`config.mk`:
```
export PLATFORM = sky130hd
export DESIGN_NAME = addrDecode
export DESIGN_NICKNAME = d
export VERILOG_FILES = /design/src/design/memMapPkg.sv /design/src/design/addrDecode.sv
export SDC_FILE = /design/constraint.sdc
export NUM_CORES = 1
export LEC_CHECK = 0
export ABC_CLOCK_PERIOD_IN_PS = 4200
export BUFFER_PORTS_ARGS = -buffer_cell sky130_fd_sc_hd__buf_2
export CELL_PAD_IN_SITES_DETAIL_PLACEMENT = 1
export CELL_PAD_IN_SITES_GLOBAL_PLACEMENT = 1
export CORE_AREA = 2 2 39 41
export DETAILED_ROUTE_END_ITERATION = 12
export DIE_AREA = 0 0 41 43
export PLACE_DENSITY = 0.79
export SYNTH_ARGS = -nofsm -noshare
export SYNTH_HDL_FRONTEND = slang
export SYNTH_SLANG_ARGS = --single-unit
```
`constraint.sdc`:
```
create_clock -name vclk -period 4.2
set_clock_uncertainty 0.15 [all_clocks]
set_input_delay 0.63 -clock vclk [all_inputs]
set_output_delay 0.63 -clock vclk [all_outputs]
set_load 0.02 [all_outputs]
```
`src/design/bios.hex`:
```
// One BIOS byte per line, offsets 0 to 15 from the BIOS base
A9
00
8D
00
C0
A2
FF
9A
D8
78
A9
40
8D
0E
D4
60

```
`src/design/memMapPkg.sv`:
```
// Shared map constants and types for the APB memory map
// Byte-wide data only, 16-bit processor address space
package memMapPkg;

  localparam int AddrWidth = 16;
  localparam int DataWidth = 8;

  localparam int RamDepth     = 16384;
  localparam int RamAddrWidth = 14;
  localparam int BiosDepth     = 2048;
  localparam int BiosAddrWidth = 11;
  localparam int CartAddrWidth = 15;

  typedef logic [AddrWidth-1:0] addrT;
  typedef logic [DataWidth-1:0] byteT;

  // Region boundaries, all inclusive
  localparam addrT RamTop    = 16'h3FFF;
  localparam addrT CartBase  = 16'h4000;
  localparam addrT CartTop   = 16'hBFFF;
  localparam addrT GtiaBase  = 16'hC000;
  localparam addrT AnticBase = 16'hD400;
  localparam addrT BiosBase  = 16'hF800;

  localparam int GtiaRegs      = 32;
  localparam int AnticRegs     = 16;
  localparam int RegIndexWidth = 5; // Sized for the GTIA bank

  // BIOS image, only the first words come from the file
  localparam string BiosFile      = "/design/src/design/bios.hex";
  localparam int    BiosInitWords = 16;

  typedef enum logic [2:0] {
    RegionRam,
    RegionCart,
    RegionGtia,
    RegionAntic,
    RegionBios,
    RegionNone
  } regionT;

  typedef struct packed {
    regionT                   region;
    logic [RegIndexWidth-1:0] index; // Offset inside the GTIA or ANTIC window
  } decodeT;

  // One register write from the video chip side
  typedef struct packed {
    logic                     valid;
    logic [RegIndexWidth-1:0] index;
    byteT                     data;
  } chipWriteT;

endpackage

```
`src/design/addrDecode.sv`:
```
// Pure combinational region decode, gaps between windows give RegionNone
// Register index is zero outside the GTIA and ANTIC windows
`timescale 1ns/1ps

module addrDecode import memMapPkg::*; (
  input  addrT   paddr,
  output decodeT decode
);

  localparam addrT GtiaTop  = addrT'(GtiaBase + GtiaRegs - 1);
  localparam addrT AnticTop = addrT'(AnticBase + AnticRegs - 1);

  addrT gtiaOffset;
  addrT anticOffset;

  // Window offsets, only meaningful inside their window
  assign gtiaOffset  = paddr - GtiaBase;
  assign anticOffset = paddr - AnticBase;

  always_comb begin
    decode.region = RegionNone;
    decode.index  = '0;
    if (paddr <= RamTop) begin
      decode.region = RegionRam;
    end else if (paddr >= CartBase && paddr <= CartTop) begin
      decode.region = RegionCart;
    end else if (paddr >= GtiaBase && paddr <= GtiaTop) begin
      decode.region = RegionGtia;
      decode.index  = gtiaOffset[RegIndexWidth-1:0];
    end else if (paddr >= AnticBase && paddr <= AnticTop) begin
      decode.region = RegionAntic;
      decode.index  = anticOffset[RegIndexWidth-1:0];
    end else if (paddr >= BiosBase) begin
      decode.region = RegionBios; // Runs to the top of memory
    end
  end

endmodule

```
* Word level (Yosys, flattened, before mapping)
Cells that the tools add are included.
** Cells by class
- Add/subtract/negate cells :: 2
- $lt $le $gt $ge :: 8
- Muxes and demuxes :: 8
- Reductions and logical operators :: 3
** Operators by type and width (count)
- $ge 16x16->1 const B :: 3
- $le 16x16->1 const B :: 3
- $ge 16x15->1 const B :: 1
- $le 16x14->1 const B :: 1
- $mux 5 :: 3
- $sub 5x1->5 const B :: 2
- $mux 3 :: 3
- $mux 8 :: 1
- $logic_and 1x1->1 :: 3
- $mux 1 :: 1
** Word-level totals
- Bits in registers :: 0
- Bits of input ports :: 16
- Output and inout bits :: 8
- Word-level logic and storage cells :: 21

* Longest topological paths before layout
- Depth after elaboration :: 6
- Depth in mapped cells :: 6
- Depth with buffers taken out :: 6

* Worst setup path after synthesis
Ideal clock, no wire load.
- Path kind :: input to output
- Start point :: in paddr[14]
- End point :: out decode[0] (netlist bit)
- Data arrival time :: 1.869 ns
- Data required time :: 3.420 ns
- Setup slack :: 1.551 ns
- Stages on the path :: 5
- Buffers on the path :: 0
- Path through :: ha_1 -> or4b_4 -> o32ai_2 -> a31oi_4 -> nor2_1
** RTL lines
- start, declared :: line addrDecode.sv:6 : input addrT paddr,
- end, declared :: line addrDecode.sv:7 : output decodeT decode

==> summary.txt <==
Final layout
  – Share of layout cells above drive strength 1: 48.3%
  – Area Overhead vs Synth: 54.1%
  – Post-route cell area: 399 um^2
  – Antenna cells: 0
  – Clkbuf count: 0
  – Reg area: 0 um^2
  – Nets: 81
  – Number of flip-flops and latches: 0

Run
  – Max cap viols: 0

Worst hold path
  – Hold path start: paddr[3]
  – Hold Path Depth: 4
  – Min-delay worst type: in -> out
  – Endpoint, Worst Hold: decode[3]

Logic synthesis
  – Post-Syn Area per Cell: 7.19 um^2
  – Syn_nets: 55
  – Synthesized instance count: 36
  – Number of distinct library cells after synthesis: 18
  – Seq/Total Area, Yosys: 0%
  – Area of the mapped netlist: 259 um^2
  – Yosys warns: 0

Route
  – Pre-Repair DR Iteration Count: 4
  – Via density: 4.47
  – DRC errors left: 0
  – Routed WL per cell: 10.2 um
  – Starting DRC count in detailed routing: 6
  – Total Wirelength: 775 um
  – DR vias: 340
  – Routed Antenna Nets: 0

Die
  – Die ar.: 0.00176 mm^2
  – Initial Utilization: 18.7%
  – Core area: 0.00138 mm^2
  – Die Ht: 43 um
  – Die X: 41 um
  – Site row count: 14
  – I/O pin total: 24

STA
  – Slew Viols, Final: 0
  – Final Hold Fails: 0
  – Slew Limit Headroom: 77.5%
  – Max Clk Rate: 356 MHz
  – Total negative slack: 0 ps
  – Final Critical Period: 2810 ps
  – Final setup viols: 0
  – Least-Margin Pin Slew: 336 ps
  – RSZ-0062 raised after global routing: no
  – Tcrit/Tclk final: 66.8%

Pwr
  – Maximum VDD drop: 29.4 uV
  – Cell Pwr Density: 89.8 mW/mm^2
  – Pleak: 0.205 nW

Critical path
  – Critical Path Fanout Max: 7
  – WP data required: 3420 ps
  – Crit path max-delay family: simple AND/OR/NAND/NOR gates
  – Worst path most repeated cell: buf_2
  – Type of origin of the critical path: primary input
  – Critical path class: in -> out
  – Slowest cell delay on critical path: 460 ps
  – Worst path buffer plus inverter count: 2
  – Slowest stage cell, crit path: or4b_4
  – Crit. End Element: output port
  – Worst path cell trace: buf_2 -> ha_1 -> or4b_4 -> o32ai_2 -> a31oi_4 -> and2_1 -> buf_2
  – Worst EP arrival: 2030 ps

Global routing
  – First-pass GRT wire length: 1.29 mm
  – Initial antenna violation count: 0
  – Gr ovfl total: 0
  – Vias in the first global route: 331
  – GRT Total Usage: 9.69%
  – Largest net degree at the start of global routing: 8

Placement
  – Gpl congestion: 0.712
  – Area after DPL: 399 um^2
  – Hpwl dp: 688 um
  – Port bufs: 24

Status
  – Status: finished, final reports clean

CTS
  – Post-CTS sizing: 0
  – # hold bufs at CTS: 0
  – Setup Buffers After CTS: 0
-- cell usage in the layout, fill, tap and decap left out, drive strengths merged, types with 2 or more instances in the layout --
master / synthesis / routed
ha: 3 / 3
nor2: 8 / 8
buf: 0 / 24
nand4: 2 / 2
inv: 5 / 5
nand2: 5 / 5
-- layer usage --
metal	wire length, um	GRT usage (%)	vias to the layer above
met5	0	0	-
met4	0	0	0
met3	79	0.524	0
met2	346	16.3	15
met1	349	13.9	149
li1	-	-	176
-- synthesized netlist by cell type --
master / number / area (um^2)
inv_1: 5 / 18.8
and2_1: 1 / 6.26
nor4b_1: 1 / 8.76
a311oi_1: 1 / 8.76
nand4_1: 2 / 12.5
nor2b_1: 1 / 6.26
ha_1: 3 / 37.5
nand2_1: 5 / 18.8
a21o_1: 1 / 7.51
nor3_2: 1 / 10.0
nor3b_1: 1 / 7.51
nor2_1: 8 / 30.0
nor4_4: 1 / 21.3
a21oi_1: 1 / 5.00
nand4b_1: 1 / 8.76
or4b_4: 1 / 13.8
a31oi_4: 1 / 21.3
o32ai_2: 1 / 16.3
-- area by class of cell --
class	instances	area [um^2]
well taps	16	20.0
inverters	5	18.8
multi-input cells	31	240
repair buffers	24	120
fillers	187	985
-- where the power goes --
| group | leakage [nW] | internal [mW] | switching, mW |
|---|---|---|---|
| logic | 0.205 | 0.0149 | 0.0210 |
| clock network | 0 | 0 | 0 |
| registers | 0 | 0 | 0 |
-- worst min-delay path, delay by kind of cell --
kind | cells | cell delay, ps
buffers and inverters | 2 | 250
AND/OR/NAND/NOR | 2 | 80
-- through the flow --
step | hold slack, ps | setup WS [ps] | utilization, % | power [mW] | instances
2_1_floorplan | 1230 | 1550 | - | 0.0192 | 36
3_3_place_gp | 1440 | 1400 | 28.8 | 0.0356 | 76
3_5_place_dp | 1440 | 1380 | 28.8 | 0.0361 | 76
4_1_cts | 1440 | 1380 | 28.8 | 0.0363 | 76
5_1_grt | 1460 | 1290 | 28.8 | 0.0394 | 76
6_report | 1440 | 1390 | 28.8 | 0.0358 | 76
-- worst max path at each step --
stage / from / end / slack (ps) / depth (start not counted)
after floorplan: paddr[14] / decode[0] / 1550 / 5
after global placement: paddr[14] / decode[7] / 1400 / 7
after detailed placement: paddr[15] / decode[7] / 1380 / 7
after CTS: paddr[15] / decode[7] / 1380 / 7
after global routing: paddr[15] / decode[7] / 1290 / 7
final: paddr[15] / decode[7] / 1390 / 7
-- cells by family after synthesis --
family / count (synthesis) / synth area share [%]
compound gates: 5 / 22.7
simple gates: 23 / 55.6
fa+ha+maj: 3 / 14.5
buf+inv: 5 / 7.25
Note: power is estimated with default switching activity, not from simulation.
