**config.mk**
```make
export PLATFORM = sky130hd
export DESIGN_NAME = regBank
export DESIGN_NICKNAME = d
export VERILOG_FILES = /design/src/design/memMapPkg.sv /design/src/design/regBank.sv
export SDC_FILE = /design/constraint.sdc
export NUM_CORES = 1
export LEC_CHECK = 0
export BUFFER_PORTS_ARGS = -buffer_cell sky130_fd_sc_hd__buf_2
export CORE_MARGIN = 2
export CORE_UTILIZATION = 50
export CTS_CLUSTER_SIZE = 16
export DETAILED_ROUTE_END_ITERATION = 10
export PLACE_DENSITY_LB_ADDON = 0.12
export SLEW_MARGIN = 20
export SYNTH_ARGS = -nofsm -noshare
export SYNTH_HDL_FRONTEND = slang
export SYNTH_SLANG_ARGS = --single-unit
```
**constraint.sdc**
```tcl
create_clock -name Fclk -period 7.2 [get_ports Fclk]
set_input_delay 0.72 -clock Fclk [delete_from_list [all_inputs] [get_ports Fclk]]
set_output_delay 0.72 -clock Fclk [all_outputs]
set_load 0.05 [all_outputs]
```
**src/design/bios.hex**
```
// One BIOS byte per line, offsets 0 to 15 from the BIOS base
A9
00
8D
00
C0
A2
FF
9A
D8
78
A9
40
8D
0E
D4
60

```
**src/design/memMapPkg.sv**
```systemverilog
// Shared map constants and types for the APB memory map
// Byte-wide data only, 16-bit processor address space
package memMapPkg;

  localparam int AddrWidth = 16;
  localparam int DataWidth = 8;

  localparam int RamDepth     = 16384;
  localparam int RamAddrWidth = 14;
  localparam int BiosDepth     = 2048;
  localparam int BiosAddrWidth = 11;
  localparam int CartAddrWidth = 15;

  typedef logic [AddrWidth-1:0] addrT;
  typedef logic [DataWidth-1:0] byteT;

  // Region boundaries, all inclusive
  localparam addrT RamTop    = 16'h3FFF;
  localparam addrT CartBase  = 16'h4000;
  localparam addrT CartTop   = 16'hBFFF;
  localparam addrT GtiaBase  = 16'hC000;
  localparam addrT AnticBase = 16'hD400;
  localparam addrT BiosBase  = 16'hF800;

  localparam int GtiaRegs      = 32;
  localparam int AnticRegs     = 16;
  localparam int RegIndexWidth = 5; // Sized for the GTIA bank

  // BIOS image, only the first words come from the file
  localparam string BiosFile      = "/design/src/design/bios.hex";
  localparam int    BiosInitWords = 16;

  typedef enum logic [2:0] {
    RegionRam,
    RegionCart,
    RegionGtia,
    RegionAntic,
    RegionBios,
    RegionNone
  } regionT;

  typedef struct packed {
    regionT                   region;
    logic [RegIndexWidth-1:0] index; // Offset inside the GTIA or ANTIC window
  } decodeT;

  // One register write from the video chip side
  typedef struct packed {
    logic                     valid;
    logic [RegIndexWidth-1:0] index;
    byteT                     data;
  } chipWriteT;

endpackage

```
**src/design/regBank.sv**
```systemverilog
// Byte register bank with a processor port and a chip writeback port
// Same index in the same cycle keeps the processor byte
`timescale 1ns/1ps

module regBank import memMapPkg::*; #(
  parameter int NumRegs = 32
) (
  input  logic                     Fclk,
  input  logic                     rst,
  input  logic                     cpuWe,
  input  logic [RegIndexWidth-1:0] cpuIndex,
  input  byteT                     cpuData,
  input  chipWriteT                chipWr,
  input  logic [RegIndexWidth-1:0] rdIndex,
  output byteT                     rdData,
  output byteT [NumRegs-1:0]       regs
);

  localparam int IdxW = $clog2(NumRegs);

  logic cpuHit;  // Processor write lands in this bank
  logic chipHit; // Chip write lands and is not overridden

  assign cpuHit  = cpuWe && (cpuIndex < NumRegs);
  assign chipHit = chipWr.valid && (chipWr.index < NumRegs)
                   && !(cpuWe && cpuIndex == chipWr.index);

  always_ff @(posedge Fclk or posedge rst) begin
    if (rst) begin
      regs <= '0;
    end else begin
      if (chipHit) begin
        regs[chipWr.index[IdxW-1:0]] <= chipWr.data;
      end
      if (cpuHit) begin
        regs[cpuIndex[IdxW-1:0]] <= cpuData; // Processor always applies
      end
    end
  end

  // Combinational readback, out of range reads zero
  always_comb begin
    rdData = '0;
    if (rdIndex < NumRegs) begin
      rdData = regs[rdIndex[IdxW-1:0]];
    end
  end

endmodule

```
; Word level (Yosys, flattened, before mapping)
; Index checks and enable logic that the tools add are counted.
[totals]
register_bits = 256
output_inout_bits = 264
wordCells = 53
[op_classes]
magnitude_cmp = 5
n_eq_ne = 1
muxes = 10
n_reduce_logical = 5
[ops]
columns = op, count
row1 = $bwmux W256, 2
row2 = $mux W256, 2
row3 = $demux W8 S5, 2
row4 = $bmux W8 S5, 1
row5 = $mux W8, 3
row6 = $lt A5 B6 Y1 const B, 3
row7 = $ge A5 B1 Y1 const B, 2
row8 = $eq A5 B5 Y1, 1
row9 = $logic_and A1 B1 Y1, 4
row10 = $logic_not A1 Y1, 1

; Logic depth before layout (Yosys ltp)
; Gate-level depths: netlist (run 1).
[depth]
word_depth = 8
depth_mapped = 8
depth_no_buf = 5

; Worst setup path after synthesis (run 1)
; OpenSTA, ideal clock, no wires.
[synth_path]
path_type = input -> output
from = input rdIndex[1]
to = output rdData[0]
t_arrival_ns = 2.597
required_time_ns = 6.480
slack_ns = 3.883
cell_stages = 5
n_path_buf = 2
path_cell_list = buf_2 > buf_2 > mux4_2 > mux4_2 > mux2_2
[synth_between]
elab_chain_cells = 2
[synth_lines]
columns = element, line
row1 = "start, declared", regBank.sv:14  ; input logic [RegIndexWidth-1:0] rdIndex,
row2 = $bmux W8 S5, regBank.sv:45  ; rdData = regs[rdIndex[IdxW-1:0]];
row3 = $mux W8 (not written as such), regBank.sv:45
row4 = "end, declared", regBank.sv:15  ; output byteT rdData,
; No other way between the ends. The select of a mux whose other input is x is not followed.

; Worst setup path in the final report (run 1)
; Ends and elaborated chain as after synthesis.

==> results.md, run 1 <==
- Post-synthesis mux area share: 30.2%
- Setup ws final: 2.92 ns
- Worst IR drop on VDD: 244 uV
- Largest registers: regs: 256 flops
- Crit path kind: primary input to output pin
- Placed cell count: 1919
- DRC violations left: 0
- Nature of the critical path endpoint: output pin
- Max reg flops: 256
- First-pass GRT wire length: 80.3 mm
- Worst hold path class: primary input to asynchronous set/reset pin
- Outcome: finished clean
- Req. time, crit path: 6.48 ns
- Final #Nets: 1601
- Synth Area in Simple Gates: 9.59%
- Via count: 12400
- Most common cell after layout, fill and taps aside: buf_2
- Internal Power: 0.00358 W
- Leakage dissipation: 8.09 nW
- Combinational Power Share: 42.8%
- Core Rows: 62
- Placed cell area: 16000 sq um
- Initial antenna violation count: 7
- Synth Area in Adders: 0%
- Synthesis-stage register bit count: 256
- Relative slew slack: 26.2%
- Grt ovf: 0
- H-tree Lvls: 1
- Die height: 174 um
- PD cells: 407 nW/um^2
- # clock sinks: 256
- Routed vias/inst: 6.30
- Setup_tns: 0 ns
- Vias in the first global route: 11400
- PostCTS Resize Cnt: 0
- Final min period: 4.28 ns
- Fmax: 0.233 GHz
- Mean Syn Cell Area: 10.7 sq um
- Mapped Area: 14500 sq um
- Largest family of logic cells by synthesized area: multiplexers
- Worst Skew: 0 ns
- All-layer global routing usage: 36.0%
- Final core occ: 59.4%
- Area contributors post-synth: dfrtp_1 (44%), mux2i_1 (17%), mux4_2 (12%), a21oi_1 (8.6%), nor2_1 (6.8%)
- Most flops, register: regs
- Worst-path clk slew: 0.06 ns
- Synth warnings: 0
- Placer Congestion: 0.991
- Unrepaired setup endpoints after global routing: false
- Post-Syn Nets: 1385
- Drt wl/cell: 28.2 um
- Final ANT Viol Nets: 0
- Max Cap Viol: 0
- Starting Density: 50.6%
- Die Wd: 174 um
- Final instance count without filler cells: 1977
- Most frequent cells in the layout: buf_2 (297), nor2_1 (261), dfrtp_1 (256)
- DR iter-0 viols: 1573
- Critical path data arrival time: 3.56 ns
- Core ar.: 28600 sq um
- Cts hold-fix bufs: 0
- CTS root buf: clkbuf_16
- P&R area growth vs syn: 17.5%
- Cts bufs inserted: 29
- Post-route cell area: 17000 sq um
- Synth Instances: 1350
- Worst-Skew Late Latency: 0.55 ns
- Sw Ratio: 48.3%
- Ports: 299
- Die ar.: 30300 sq um
- CP max FO: 34
- Final Hold Fails: 0
- Largest net degree at the start of global routing: 157
- Port-buffer cells: 298
- Worst Max-Slew Pin Slew: 1.10 ns
- Final setup vio count: 0
- Net switching power: 0.00334 W
- Pre-Repair DR Iteration Count: 5
- Clock share of power: 22.3%
- Sequential power share: 34.9%
- Layout cell share with drive strength beyond 1: 30.0%
- Place WS: 2.90 ns
- Detail Placement HPWL: 38.3 mm
- Cell taking the most area after synthesis: dfrtp_1
- Sequential cell area fraction in the yosys report: 44.2%
- Distinct cells, synth: 31
- Clock Path Buffers: 3
- WL final: 55.7 mm
- Post-CTS Setup Inserts: 0
- Synth Area in XOR/XNOR: 0.302%
- Startpoint types: primary input
- Max Slew Vio Count: 0
- CTS tree: done
- Tcrit/Tclk final: 59.5%
- Compound-Gate Fraction of Synth Area: 12.1%
- Yosys top cell area share: 44.2%
synthesized netlist by cell type:
library cell  count
mux2i_1         248
a21oi_1         249
and4_1            1
a21oi_4           1
xnor2_1           5
clkbuf_1         94
and3_1            4
inv_1             1
or3b_1            1
buf_6             4
buf_1             3
a211oi_4          7
nor3b_1           7
o211ai_2         16
or2_2             2
and3b_1           4
buf_4             8
nand3_1           1
mux4_2           80
nand2_1          56
and2_1            1
nand4_2           1
nor3_1            2
nand3b_1          3
buf_2            10
nor2_1          261
a21o_1            1
mux2_2            8
dfrtp_1         256
a31oi_1           8
a211oi_2          7
logic make-up (layout without fill, tap and decap cells):
group | after synthesis | after routing
simple gates | 344 | 344
flops | 256 | 256
mux | 336 | 336
xor+xnor | 5 | 5
other cells | 0 | 5
compound gates | 289 | 289
buf+inv | 120 | 358
critical path, cell delays in order:
cell and delay, ns:
buf_4 0.54, buf_4 0.60, mux4_2 0.59, mux4_2 0.53, mux2_2 0.32, buf_2 0.22
area by class of cell:
cell class	count	area, sq um
fillers	2436	11600
multi-input cells	974	7560
flip-flops and latches	256	6410
repair buffers	304	1550
clock buffers	43	868
well taps	384	480
clock inverters	10	125
diodes	5	12.5
inverters	1	7.51
power by group through the flow:
| stage | Clock (W) | Sequential, W | Combinational [W] |
|---|---|---|---|
| finish | 0.00155 | 0.00241 | 0.00296 |
| global route | 0.00161 | 0.00242 | 0.00308 |
| CTS | 0.00155 | 0.00238 | 0.00296 |
| detailed placement | 0 | 0.00240 | 0.00296 |
| global placement | 0 | 0.00243 | 0.00291 |
| floorplan | 0 | 0.00354 | 0.000865 |
path summary, 6_finish.rpt:
path / startpoint / to / slack (ns) / cells past startpoint
max in group asynchronous: rst / regs[181] / 5.51 / 4
hold reg to reg: regs[24] / regs[24] / 0.58 / 2
min in group Fclk: regs[24] / regs[24] / 0.58 / 2
setup / recovery: rdIndex[1] / rdData[0] / 2.92 / 6
hold / removal: rst / regs[1] / 0.35 / 3
setup reg to reg: regs[203] / regs[203] / 6.31 / 2
per-stage QoR:
stage	total power, W	hold WS [ns]
floorplan	0.00440	0.767
global placement	0.00534	0.555
detailed placement	0.00536	0.562
CTS	0.00689	0.383
global route	0.00711	0.426
finish	0.00692	0.355
routing by layer:
| metal | routed length, um | GRT usage [%] | up-vias |
|---|---|---|---|
| met5 | 33 | 0 | - |
| met1 | 21800 | 50.7 | 6154 |
| li1 | - | - | 5317 |
| met4 | 2400 | 14.4 | 4 |
| met2 | 25500 | 55.4 | 828 |
| met3 | 5920 | 6.82 | 146 |
(Power assumes the default switching activity.)
==> run 2, diff against run 1 <==
==> constraint.sdc (replaced) <==
create_clock -name Fclk -period 3.9 [get_ports Fclk]
set_input_delay 0.39 -clock Fclk [delete_from_list [all_inputs] [get_ports Fclk]]
set_output_delay 0.39 -clock Fclk [all_outputs]
set_load 0.05 [all_outputs]
==> run 2 against run 1 <==
First-iteration DRC count up 17%; die area unchanged; global-route usage grew 0.65 points; final area is essentially flat; highest routed layer unchanged; clock power up 74%; count of clock-buffer cells in the layout up 3; register-to-register slack worse by 3.3 ns; total power is 83% higher; sequential share of layout area hardly changed; clock skew unchanged; worst hold slack got worse by 0.046 ns; worst setup slack got worse by 2.1 ns.
==> results.md, run 2 (synthesis gave the netlist of run 1 again) <==
- Outcome: finished clean (unchanged)
- Most common cell after layout, fill and taps aside: buf_2 (unchanged)
- Nature of the critical path endpoint: output pin (unchanged)
- PostCTS Resize Cnt: 0 (unchanged)
- P&R area growth vs syn: 17.5% (about the same)
- Leakage dissipation: 8.10 nW (was 8.09 nW)
- DR iter-0 viols: 1847 (was 1573)
- Fill count: 2432 (was 2436)
- H-tree Lvls: 1 (unchanged)
- Placed cell area: 16100 sq um (was 16000 sq um)
- Max Slew Vio Count: 0 (unchanged)
- Detail Placement HPWL: 39.3 mm (was 38.3 mm)
- Die ar.: 30300 sq um (unchanged)
- Most flops, register: regs (unchanged)
- Largest registers: regs: 256 flops (unchanged)
- # clock sinks: 256 (unchanged)
- Crit path kind: primary input to output pin (unchanged)
- Via count: 12700 (was 12400)
- First-pass GRT wire length: 81.7 mm (was 80.3 mm)
- Final min period: 3.10 ns
- Die Wd: 174 um (unchanged)
- All-layer global routing usage: 36.7% (was 36.0%)
- Fmax: 0.322 GHz
- Final Hold Fails: 0 (unchanged)
- Layout cell share with drive strength beyond 1: 29.9% (was 30.0%)
- Reg2Reg Setup Slack: 2.99 ns (was 6.31 ns)
- Clock Path Buffers: 3 (unchanged)
- Starting Density: 50.6% (unchanged)
- Vias in the first global route: 11600 (was 11400)
- Final ANT Viol Nets: 0 (unchanged)
- Relative slew slack: 28.2% (was 26.2%)
- Worst-Skew Late Latency: 0.56 ns (was 0.55 ns)
- Worst Max-Slew Pin Slew: 1.07 ns (was 1.10 ns)
- Placer Congestion: 1.02 (was 0.991)
- CP max FO: 18 (was 34)
- Core Rows: 62 (unchanged)
- Worst reg2reg endpoint: regs[84] (was regs[203])
- Most frequent cells in the layout: buf_2 (297), nor2_1 (261), dfrtp_1 (256) (unchanged)
- Startpoint types: primary input (unchanged)
- CTS tree: done (unchanged)
- Initial antenna violation count: 4 (was 7)
- DRC violations left: 0 (unchanged)
- Final setup vio count: 0 (unchanged)
- Final #Nets: 1608 (was 1601)
- Unrepaired setup endpoints after global routing: false (unchanged)
- WL final: 56.6 mm (was 55.7 mm)
- Routed vias/inst: 6.42 (was 6.30)
- Worst Skew: 0 ns (unchanged)
- Cts bufs inserted: 28 (was 29)
- Drt wl/cell: 28.6 um (was 28.2 um)
- Max reg flops: 256 (unchanged)
- Post-route cell area: 17000 sq um (about the same)
- Worst hold path class: primary input to asynchronous set/reset pin (unchanged)
- Setup_tns: 0 ns (unchanged)
- Critical path data arrival time: 2.71 ns (was 3.56 ns)
- Worst-path clk slew: 0.06 ns (about the same)
- CTS root buf: clkbuf_16 (unchanged)
- Reg2reg start: regs[84] (was regs[203])
- Pre-Repair DR Iteration Count: 5 (unchanged)
- Core ar.: 28600 sq um (unchanged)
- Req. time, crit path: 3.51 ns (was 6.48 ns)
- PD cells: 745 nW/um^2 (was 407 nW/um^2)
- Tcrit/Tclk final: 79.6%
- Port-buffer cells: 298 (unchanged)
- Worst IR drop on VDD: 544 uV (was 244 uV)
- Die height: 174 um (unchanged)
- Grt ovf: 0 (unchanged)
- Largest net degree at the start of global routing: 130 (was 157)
- Max Cap Viol: 0 (unchanged)
- FF-to-FF path depth: 2 (unchanged)
- Ports: 299 (unchanged)
## run 2: cell types whose count changed in the layout (fill, tap and decap cells not counted), sizes merged
cell,delta
buf,+7
clkinv,-4
clkbuf,+3
bufinv,-2
diode,-2
dlygate4sd3,+1
inv,+1
## run 2: worst max-delay path: stages
cell	delay, ns
buf_4	0.35
buf_4	0.37
mux4_2	0.56
mux4_2	0.50
mux2_2	0.30
buf_2	0.22
## run 2: layout make-up
cell class	instances	area, sq um	area share, %
multi-input combinational	974	7560	44.4
sequential	256	6410	37.7
timing repair buffer	312	1640	9.63
clock buffer	46	860	5.05
tap	384	480	2.82
clock inverter	5	53.8	0.316
inverter	1	7.51	0.0441
antenna	3	7.51	0.0441
## run 2: per-layer routing
metal,track usage (%),part of all wire [%],routed length (um)
met5,0,0.030,17
met3,8.68,12,6740
met1,51.2,38,21500
met2,54.3,44,25100
met4,17.3,5.6,3160
## run 2: report_power, final
part	total [W]	internal, W	leakage, nW	switching [W]
clock network	0.00269	0.00156	0.450	0.00113
logic	0.00547	0.00149	4.61	0.00398
registers	0.00451	0.00339	3.03	0.00111
## run 2: what timing repair did
action | CTS | global route
setup buffers | 0 | 0
hold endpoints to repair | 5 | 0
hold buffers | 1 | 0
## run 2: worst max-delay path by stage
stage,slack [ns],cells past startpoint,from,endpoint
detailed placement,0.80,6,rdIndex[1],rdData[7]
CTS,0.80,6,rdIndex[1],rdData[7]
finish,0.80,6,rdIndex[1],rdData[7]
floorplan,0.14,1,rst,regs[0]
global placement,0.84,6,rdIndex[1],rdData[1]
global route,0.72,6,rdIndex[1],rdData[1]
## run 2: stage by stage
step	instances	power [W]	hold WS, ns	util (%)	worst slack [ns]
5_1_grt	1980	0.0130	0.327	59.4	0.723
6_report	1981	0.0127	0.309	59.4	0.796
2_1_floorplan	1350	0.00813	0.549	-	0.138
3_3_place_gp	1926	0.00988	0.347	56.2	0.836
3_5_place_dp	1926	0.00992	0.342	56.2	0.801
4_1_cts	1978	0.0126	0.319	59.4	0.796
