**src/design/bios.hex**
```
// One BIOS byte per line, offsets 0 to 15 from the BIOS base
A9
00
8D
00
C0
A2
FF
9A
D8
78
A9
40
8D
0E
D4
60

```
**src/design/memMapPkg.sv**
```systemverilog
// Shared map constants and types for the APB memory map
// Byte-wide data only, 16-bit processor address space
package memMapPkg;

  localparam int AddrWidth = 16;
  localparam int DataWidth = 8;

  localparam int RamDepth     = 16384;
  localparam int RamAddrWidth = 14;
  localparam int BiosDepth     = 2048;
  localparam int BiosAddrWidth = 11;
  localparam int CartAddrWidth = 15;

  typedef logic [AddrWidth-1:0] addrT;
  typedef logic [DataWidth-1:0] byteT;

  // Region boundaries, all inclusive
  localparam addrT RamTop    = 16'h3FFF;
  localparam addrT CartBase  = 16'h4000;
  localparam addrT CartTop   = 16'hBFFF;
  localparam addrT GtiaBase  = 16'hC000;
  localparam addrT AnticBase = 16'hD400;
  localparam addrT BiosBase  = 16'hF800;

  localparam int GtiaRegs      = 32;
  localparam int AnticRegs     = 16;
  localparam int RegIndexWidth = 5; // Sized for the GTIA bank

  // BIOS image, only the first words come from the file
  localparam string BiosFile      = "/design/src/design/bios.hex";
  localparam int    BiosInitWords = 16;

  typedef enum logic [2:0] {
    RegionRam,
    RegionCart,
    RegionGtia,
    RegionAntic,
    RegionBios,
    RegionNone
  } regionT;

  typedef struct packed {
    regionT                   region;
    logic [RegIndexWidth-1:0] index; // Offset inside the GTIA or ANTIC window
  } decodeT;

  // One register write from the video chip side
  typedef struct packed {
    logic                     valid;
    logic [RegIndexWidth-1:0] index;
    byteT                     data;
  } chipWriteT;

endpackage

```
**src/design/apbAccess.sv**
```systemverilog
// APB slave phase logic with zero wait states
// Errors on unmapped addresses and on BIOS or cartridge writes
`timescale 1ns/1ps

module apbAccess import memMapPkg::*; (
  input  logic   psel,
  input  logic   penable,
  input  logic   pwrite,
  input  decodeT decode,
  input  byteT   ramData,
  input  byteT   biosData,
  input  byteT   cartData,
  input  byteT   gtiaData,
  input  byteT   anticData,
  output logic   ramWe,
  output logic   gtiaWe,
  output logic   anticWe,
  output byteT   prdata,
  output logic   pready,
  output logic   pslverr
);

  logic access;   // Access phase strobe
  logic badAddr;  // Address in no window
  logic romWrite; // Write to a read-only region
  logic errFlag;
  logic wrStrobe;

  assign access   = psel && penable;
  assign badAddr  = decode.region == RegionNone;
  assign romWrite = pwrite && (decode.region == RegionBios || decode.region == RegionCart);
  assign errFlag  = badAddr || romWrite;

  assign pready   = access; // No wait states
  assign pslverr  = access && errFlag;

  // Writes commit on the edge that closes the access phase
  assign wrStrobe = access && pwrite;
  assign ramWe    = wrStrobe && decode.region == RegionRam;
  assign gtiaWe   = wrStrobe && decode.region == RegionGtia;
  assign anticWe  = wrStrobe && decode.region == RegionAntic;

  always_comb begin
    prdata = '0;
    if (!errFlag) begin
      case (decode.region)
        RegionRam:   prdata = ramData;   // Registered last cycle
        RegionBios:  prdata = biosData;  // Registered last cycle
        RegionCart:  prdata = cartData;
        RegionGtia:  prdata = gtiaData;
        RegionAntic: prdata = anticData;
        default:     prdata = '0;
      endcase
    end
  end

endmodule

```
**config.mk**
```make
export PLATFORM = sky130hd
export DESIGN_NAME = apbAccess
export DESIGN_NICKNAME = d
export VERILOG_FILES = /design/src/design/memMapPkg.sv /design/src/design/apbAccess.sv
export SDC_FILE = /design/constraint.sdc
export NUM_CORES = 1
export LEC_CHECK = 0
export ABC_AREA = 1
export BUFFER_PORTS_ARGS = -buffer_cell sky130_fd_sc_hd__buf_2
export CORE_MARGIN = 8
export CORE_UTILIZATION = 30
export DETAILED_ROUTE_END_ITERATION = 10
export PLACE_DENSITY_LB_ADDON = 0.05
export SLEW_MARGIN = 20
export SYNTH_ARGS = -nofsm -noshare
export SYNTH_HDL_FRONTEND = slang
export SYNTH_SLANG_ARGS = --single-unit
```
**constraint.sdc**
```tcl
create_clock -name vclk -period 1.6
set_input_delay 0.08 -clock vclk [all_inputs]
set_output_delay 0.08 -clock vclk [all_outputs]
set_load 0.02 [all_outputs]
```
; ---- Word level (Yosys, flattened, before mapping)
; Index checks and enable logic that the tools add are counted.
[totals]
reg_bits = 0
inputBits = 51
output_inout_bits = 13
word_cells = 17
[classes]
eq_ne = 5
mux = 2
n_reduce_logical = 10
[ops]
columns = operator, n
row1 = one-hot mux 8 bit (5 select lines), 1
row2 = two-way mux 8 bit, 1
row3 = logical AND 1 bit, 7
row4 = == test 3 x 2 -> 1 bit (second input constant), 2
row5 = == test 3 bit (second input constant), 2
row6 = == test 3 x 1 -> 1 bit (second input constant), 1
row7 = logical NOT 3 bit, 1
row8 = logical OR 1 bit, 2

; ---- Depth between registers and ports, before layout
; Gate-level depths: netlist of run 1.
[logic_depth]
word_depth = 5
mapped_depth = 7
mapped_depth_nobuf = 7

; ---- Least setup slack after synthesis of run 1
; Ideal clock, no wire load.
[synth_timing]
path_kind = input -> output
from = in psel
to = out anticWe
arrival_time_ps = 1047
t_required_ps = 1520
slack_ps = 473
path_stages = 4
n_path_buf = 0
path_cell_list = nand2_1 -> inv_1 -> nand2_1 -> nor4_1
[synth_between]
elab_chain_cells = 3
[synth_lines]
columns = element, line_no
row1 = "start, declared", apbAccess.sv:6  ; input logic psel,
row2 = logical AND 1 bit, apbAccess.sv:29  ; assign access = psel && penable;
row3 = via pready, apbAccess.sv:19  ; output logic pready,
row4 = logical AND 1 bit, apbAccess.sv:38  ; assign wrStrobe = access && pwrite;
row5 = logical AND 1 bit, apbAccess.sv:41  ; assign anticWe = wrStrobe && decode.region == RegionAntic;
row6 = "end, declared", apbAccess.sv:17  ; output logic anticWe,
; The timed path passes the listed nets, and every way through them passes these cells.

; ---- Worst setup path in the final report of run 1
[layout_timing]
from = in decode[7] in the netlist's numbering
to = out pslverr
[layout_between]
elab_chain_cells = 5
word_cells_on_any_way = 7
cone_classes = eq/ne: 3 / reduce/logical: 4
[layout_lines]
columns = element, line_no
row1 = "start, declared", apbAccess.sv:9  ; input decodeT decode,
row2 = == test 3 bit / == test 3 x 1 -> 1 bit (equally long branches), apbAccess.sv:31  ; assign romWrite = pwrite && (decode.region == RegionBios || decode.region == RegionCart);
row3 = logical OR 1 bit, apbAccess.sv:31
row4 = logical AND 1 bit, apbAccess.sv:31
row5 = logical OR 1 bit (*), apbAccess.sv:32  ; assign errFlag = badAddr || romWrite;
row6 = logical AND 1 bit (*), apbAccess.sv:35  ; assign pslverr = access && errFlag;
row7 = "end, declared", apbAccess.sv:20  ; output logic pslverr
; Mark *: on every way between the ends. The rest lies on a longest branch, timed or not.

==> run_results.csv, run 1 <==
group,metric,value,unit
run_status,status,"finished, final reports clean",
power_and_ir_drop,p_leak,0.498,nW
floorplanning,fp.dieH,57.2,um
critical_path,critPathTopFamily,"buffers and inverters",
routing,route.vias.total,850,
logic_synthesis,syn_area,509,um^2
logic_synthesis,yosysTopAreaCellShare,25.6,%
layout,n_antenna_cell,0,
grt,grt_pass1_wl,3640,um
logic_synthesis,netlist_instances,98,
layout,design_area,823,um^2
sta,rsz0062_at_grt,"no",
critical_path,worst-path-buf-inv,5,
sta,maxSlewHeadroom,79.1,%
sta,min_period,1.33,ns
layout,nNetsFinal,208,
floorplanning,coreArea,1650,um^2
sta,fin_crit_sh,82.9,%
placed_design,post-dp-hpwl,1810,um
floorplanning,die_w,57.2,um
logic_synthesis,yosys_warnings,0,
logic_synthesis,ys_seq_area_share,0,%
layout,mostFrequentLayoutCells,"buf_2 (59), nand3_1 (26), nand2_1 (21), nor2_1 (17), nand4_1 (11)",
cts,cts_resized,0,
routing,wire_per_inst,12.7,um
sta,slew_violations,0,
sta,fin_setup_tns,0,ns
logic_synthesis,syn_nets,149,
power_and_ir_drop,total_power,222,uW
placed_design,place_inst,172,
cts,holdBufCountCts,0,
placed_design,io_buffers,59,
logic_synthesis,yosys-top-cells-area,"nand3_1 (26%), nand2_1 (15%), nand4_1 (14%), nor2_1 (13%), buf_2 (4.9%)",
critical_path,start_kind,"input port",
routing,dr.pass1.iters,4,
layout,drive_gt1_share,47.7,%
logic_synthesis,avgSynthCellArea,5.20,um^2
grt,grt_use_total,12.4,%
critical_path,critPathMaxStageDelay,0.27,ns
grt,antenna_found_initial,0,
sta,worst_hold_slack,0.520,ns
cts,post_cts_buffers,0,
placed_design,place_ws,0.263,ns
routing,ant_nets,0,
layout,finalCoreUtilization,49.8,%
sta,worst_slew_pin_slew,0.313,ns
layout,finalNonFillerCells,172,
power_and_ir_drop,power_density,270,nW/um^2
run,drv_cap,0,
critical_path,crit_type,"in2out",
floorplanning,rows,15,
logic_synthesis,synth_cell_types,18,
grt,grt_start_max_net_pins,28,
sta,max_freq,754,MHz
grt,grt.overflow.total,0,
worst_hold_path,hp-class,"in2out",
critical_path,worstPathRequired,1.52,ns
layout,seq_area,0,um^2
power_and_ir_drop,peakVddDrop,0.000110,V
floorplanning,initial_core_util,30.8,%
critical_path,crit_path_cell_trace,"buf_2 -> inv_6 -> nor2_8 -> inv_2 -> o21ai_4 -> inv_2 -> nor2_2 -> buf_2",
critical_path,crit_fanout,27,
floorplanning,die-area,3270,um^2
logic_synthesis,yosysTopAreaCell,"nand3_1",
layout,design.seq.count,0,
critical_path,crit_slowest_cell,"o21ai_4",
sta,finalHoldViolations,0,
critical_path,arrival,1.25,ns
routing,wl,2180,um
placed_design,gp_congestion,0.656,
layout,clock_buffers,0,
sta,finalWorstSetupSlack,0.273,ns
sta,setup_viol,0,
routing,avgViaCountPerCell,4.94,
grt,grt_pass1_vias,871,
placed_design,place_area,823,um^2
critical_path,critPathCaptureType,"primary output",
floorplanning,io-pin-count,64,
layout,mostFrequentLayoutCell,"buf_2",
routing,drc,0,
routing,drt_iter0_drc,21,
layout,syn2layout_area_growth,61.7,%
==> synth_stat cells <==
cell and instances:
buf_2 5, o21ai_1 1, nor2_8 1, inv_2 4, nor2_2 1, inv_1 2, nor2_4 1, nand2_1 21
inv_6 1, nor3_1 1, o21ai_4 1, nor2_1 17, nand3_1 26, nor3_4 1, buf_4 1, nand4_1 11
nor4_1 2, nand2_4 1
==> logic make-up after synthesis <==
| logic type | synth area share [%] |
|---|---|
| buffers and inverters | 12.5 |
| AND/OR/NAND/NOR | 83.3 |
| AO/OA/AOI/OAI | 4.18 |
==> per-layer routing <==
metal  part of all wire, %  vias up  global-route usage [%]
met4                     0        0                       0
met1                    43      356                    13.7
met3                   8.5        0                    3.55
met2                    49       36                    23.9
li1                      -      458                       -
met5                     0        -                       0
==> path summary, 6_finish.rpt <==
path / startpoint / to / slack (ns) / cells after the start
worst min-delay path: penable / pslverr / 0.52 / 4
worst max-delay path: decode[7] / pslverr / 0.27 / 8
==> tightest hold or removal path, cell delays in order <==
cell	delay (ns)
buf_2	0.10
nand2_1	0.08
nor2_2	0.04
buf_2	0.14
==> final cells by class <==
cell class                 instances  area, um^2
fill                             187         828
multi-input combinational         85         445
timing repair buffer              63         325
inverter                           7        31.3
tap                               17        21.3
==> power by group <==
group	internal, mW	switching, mW	total, mW
clock network	0	0	0
registers	0	0	0
logic	0.0914	0.131	0.222
total	0.0914	0.131	0.222
No activity file was read; power rests on OpenSTA's default activity.
==> inputs of run 2 (changes only) <==
Settings changed: ABC_AREA 1 to 0, CORE_UTILIZATION 30 to 27.
Clock period 1.6 ns to 1.07 ns, I/O delays scaled along.
==> run 2 against run 1 <==
The run now ends with setup timing left. Utilization increased by 17 points. Area after synthesis decreased by 19%. Wire length decreased by 7.0%. Synthesized cell count decreased by 46%. Cell area increased by 19%. Critical endpoint is now prdata[5].
==> run_results.csv, run 2 <==
group,metric,value,unit
grt,grt_start_max_net_pins,10,
power_and_ir_drop,clkPwrFrac,0,%
sta,fin_crit_sh,101,%
logic_synthesis,yosysTopAreaCell,"a22oi_1",
critical_path,arrival,1.02,ns
routing,ant_nets,0,
power_and_ir_drop,seqPwrFrac,0,%
logic_synthesis,yosysTopAreaCellShare,25.6,%
critical_path,crit_slowest_cell,"mux2_1",
power_and_ir_drop,swShare,42.9,%
logic_synthesis,synth-simple-area-share,25.9,%
floorplanning,fp.dieH,55.0,um
logic_synthesis,synth_xor_area_share,0,%
layout,finalCoreUtilization,66.8,%
routing,route.vias.total,723,
grt,grt_pass1_vias,759,
sta,setup_viol,1,
logic_synthesis,synth_common_cells,"a22oi_1 (14), a21oi_1 (7), mux2_1 (6), buf_2 (3)",
sta,finalWorstSetupSlack,-0.00797,ns
logic_synthesis,synthMuxAreaShare,21.6,%
layout,drive_gt1_share,71.5,%
placed_design,io_buffers,59,
logic_synthesis,synth_fa_ha_area_share,0,%
sta,worst_slew_pin_slew,0.280,ns
critical_path,start_kind,"input port",
power_and_ir_drop,peakVddDrop,0.000205,V
power_and_ir_drop,p_leak,0.489,nW
layout,mostFrequentLayoutCells,"buf_2 (48), buf_4 (14), a22oi_1 (11), buf_6 (7), mux2_1 (6)",
run_status,violations,"setup timing",
placed_design,gp_congestion,0.726,
logic_synthesis,synth.most_common_cell,"a22oi_1",
routing,drt_iter0_drc,9,
grt,grt_pass1_wl,3210,um
floorplanning,rows,14,
critical_path,critPathCaptureType,"primary output",
sta,finalHoldViolations,0,
logic_synthesis,ys_seq_area_share,0,%
floorplanning,die_w,55.0,um
layout,clock_buffers,0,
grt,grt_use_total,13.2,%
logic_synthesis,syn_nets,104,
routing,drc,0,
floorplanning,initial_core_util,27.9,%
power_and_ir_drop,total_power,384,uW
floorplanning,die-area,3020,um^2
sta,max_freq,928,MHz
sta,rsz0062_at_grt,"yes",
logic_synthesis,avgSynthCellArea,7.74,um^2
grt,antenna_found_initial,0,
floorplanning,coreArea,1470,um^2
logic_synthesis,synth_compound_area_share,46.0,%
run,drv_cap,0,
logic_synthesis,netlist_instances,53,
routing,dr.pass1.iters,3,
power_and_ir_drop,internal_power,219,uW
critical_path,critPathMaxStageDelay,0.30,ns
sta,min_period,1.08,ns
cts,holdBufCountCts,0,
logic_synthesis,syn_area,410,um^2
routing,avgViaCountPerCell,5.20,
layout,seq_area,0,um^2
layout,design_area,982,um^2
logic_synthesis,synth_top_family_by_area,"compound AO/OA/AOI/OAI gates",
sta,worst_hold_slack,0.470,ns
logic_synthesis,synth_cell_types,24,
worst_hold_path,hp-class,"in2out",
critical_path,crit_path_frequent_cell,"buf_12",
routing,wl,2030,um
sta,maxSlewHeadroom,81.3,%
layout,syn2layout_area_growth,139,%
critical_path,cp-startpoint,"decode[5]",
power_and_ir_drop,power_density,391,nW/um^2
critical_path,crit_path_cell_trace,"buf_12 -> buf_12 -> mux2_1 -> a22oi_1 -> a21oi_1 -> buf_4",
power_and_ir_drop,switching_power,165,uW
routing,wire_per_inst,14.6,um
sta,slew_violations,0,
critical_path,worstPathRequired,1.02,ns
layout,mostFrequentLayoutCell,"buf_2",
layout,design.seq.count,0,
grt,grt.overflow.total,0,
critical_path,crit_fanout,7,
layout,nNetsFinal,176,
logic_synthesis,yosys_warnings,0,
placed_design,post-dp-hpwl,1710,um
power_and_ir_drop,combPwrFrac,100.0,%
floorplanning,io-pin-count,64,
layout,n_antenna_cell,0,
logic_synthesis,yosys-top-cells-area,"a22oi_1 (26%), mux2_1 (16%), a21oi_1 (8.5%), nor3b_4 (4.6%), buf_2 (3.7%)",
worst_hold_path,holdCritStartpoint,"biosData[6]",
critical_path,crit_type,"in2out",
placed_design,place_area,870,um^2
run_status,status,"complete, but fails checks",
==> run 2: cell count changes after synthesis, moves of 4 or more <==
cell | before | now
nand3_1 | 26 | 1
nand2_1 | 21 | 2
nor2_1 | 17 | 0
a22oi_1 | 0 | 14
nand4_1 | 11 | 0
a21oi_1 | 0 | 7
mux2_1 | 0 | 6
inv_2 | 4 | 0
==> run 2: cell families after synthesis <==
logic type             after synthesis
muxes                                8
and+or+nand+nor                     13
AOI/OAI and AO/OA                   27
buffers and inverters                5
==> run 2: metal layers <==
layer / GRT usage, % / routed length (um) / vias to the layer above
met4: 0.400 / 13 / 0
li1: - / - / 360
met3: 2.67 / 221 / 2
met5: 0 / 0 / -
met1: 14.9 / 742 / 328
met2: 25.8 / 1050 / 33
==> run 2: worst max-delay path, delay by kind of cell <==
family                 cells  cell delay [ns]
multiplexers               1             0.30
AO/OA/AOI/OAI              2             0.26
buffers and inverters      3             0.40
==> run 2: stage by stage <==
step                std cells   TNS, ns  setup slack [ns]
finish                    139  -0.00797          -0.00797
detailed placement        138    -0.811            -0.121
CTS                       139   -0.0164           -0.0142
floorplan                  53    -0.345           -0.0641
global route              139    -0.439           -0.0835
global placement          138    -0.702            -0.115
==> run 2: worst paths after layout <==
check        end  slack [ns]  depth (start not counted)
max    prdata[5]      -0.008                          6
min    prdata[6]        0.47                          4
==> run 2: final cells by class <==
cell class / instances / area [um^2]
Multi-Input combinational cell: 48 / 434
Inverter: 1 / 3.75
Fill cell: 137 / 489
Tap cell: 16 / 20.0
Timing Repair Buffer: 74 / 524
==> run 2: power groups by stage <==
stage	logic, mW	registers (mW)	clock network (mW)
after floorplan	0.155	0	0
after global placement	0.332	0	0
after detailed placement	0.333	0	0
after CTS	0.370	0	0
after global routing	0.415	0	0
final	0.384	0	0
==> run 2: what timing repair did <==
item                       in CTS  in global routing
gates cloned                    0                  0
setup endpoints to repair       8                  8
setup buffers                   1                  0
pin swaps                       6                  6
gates resized for setup        20                  9
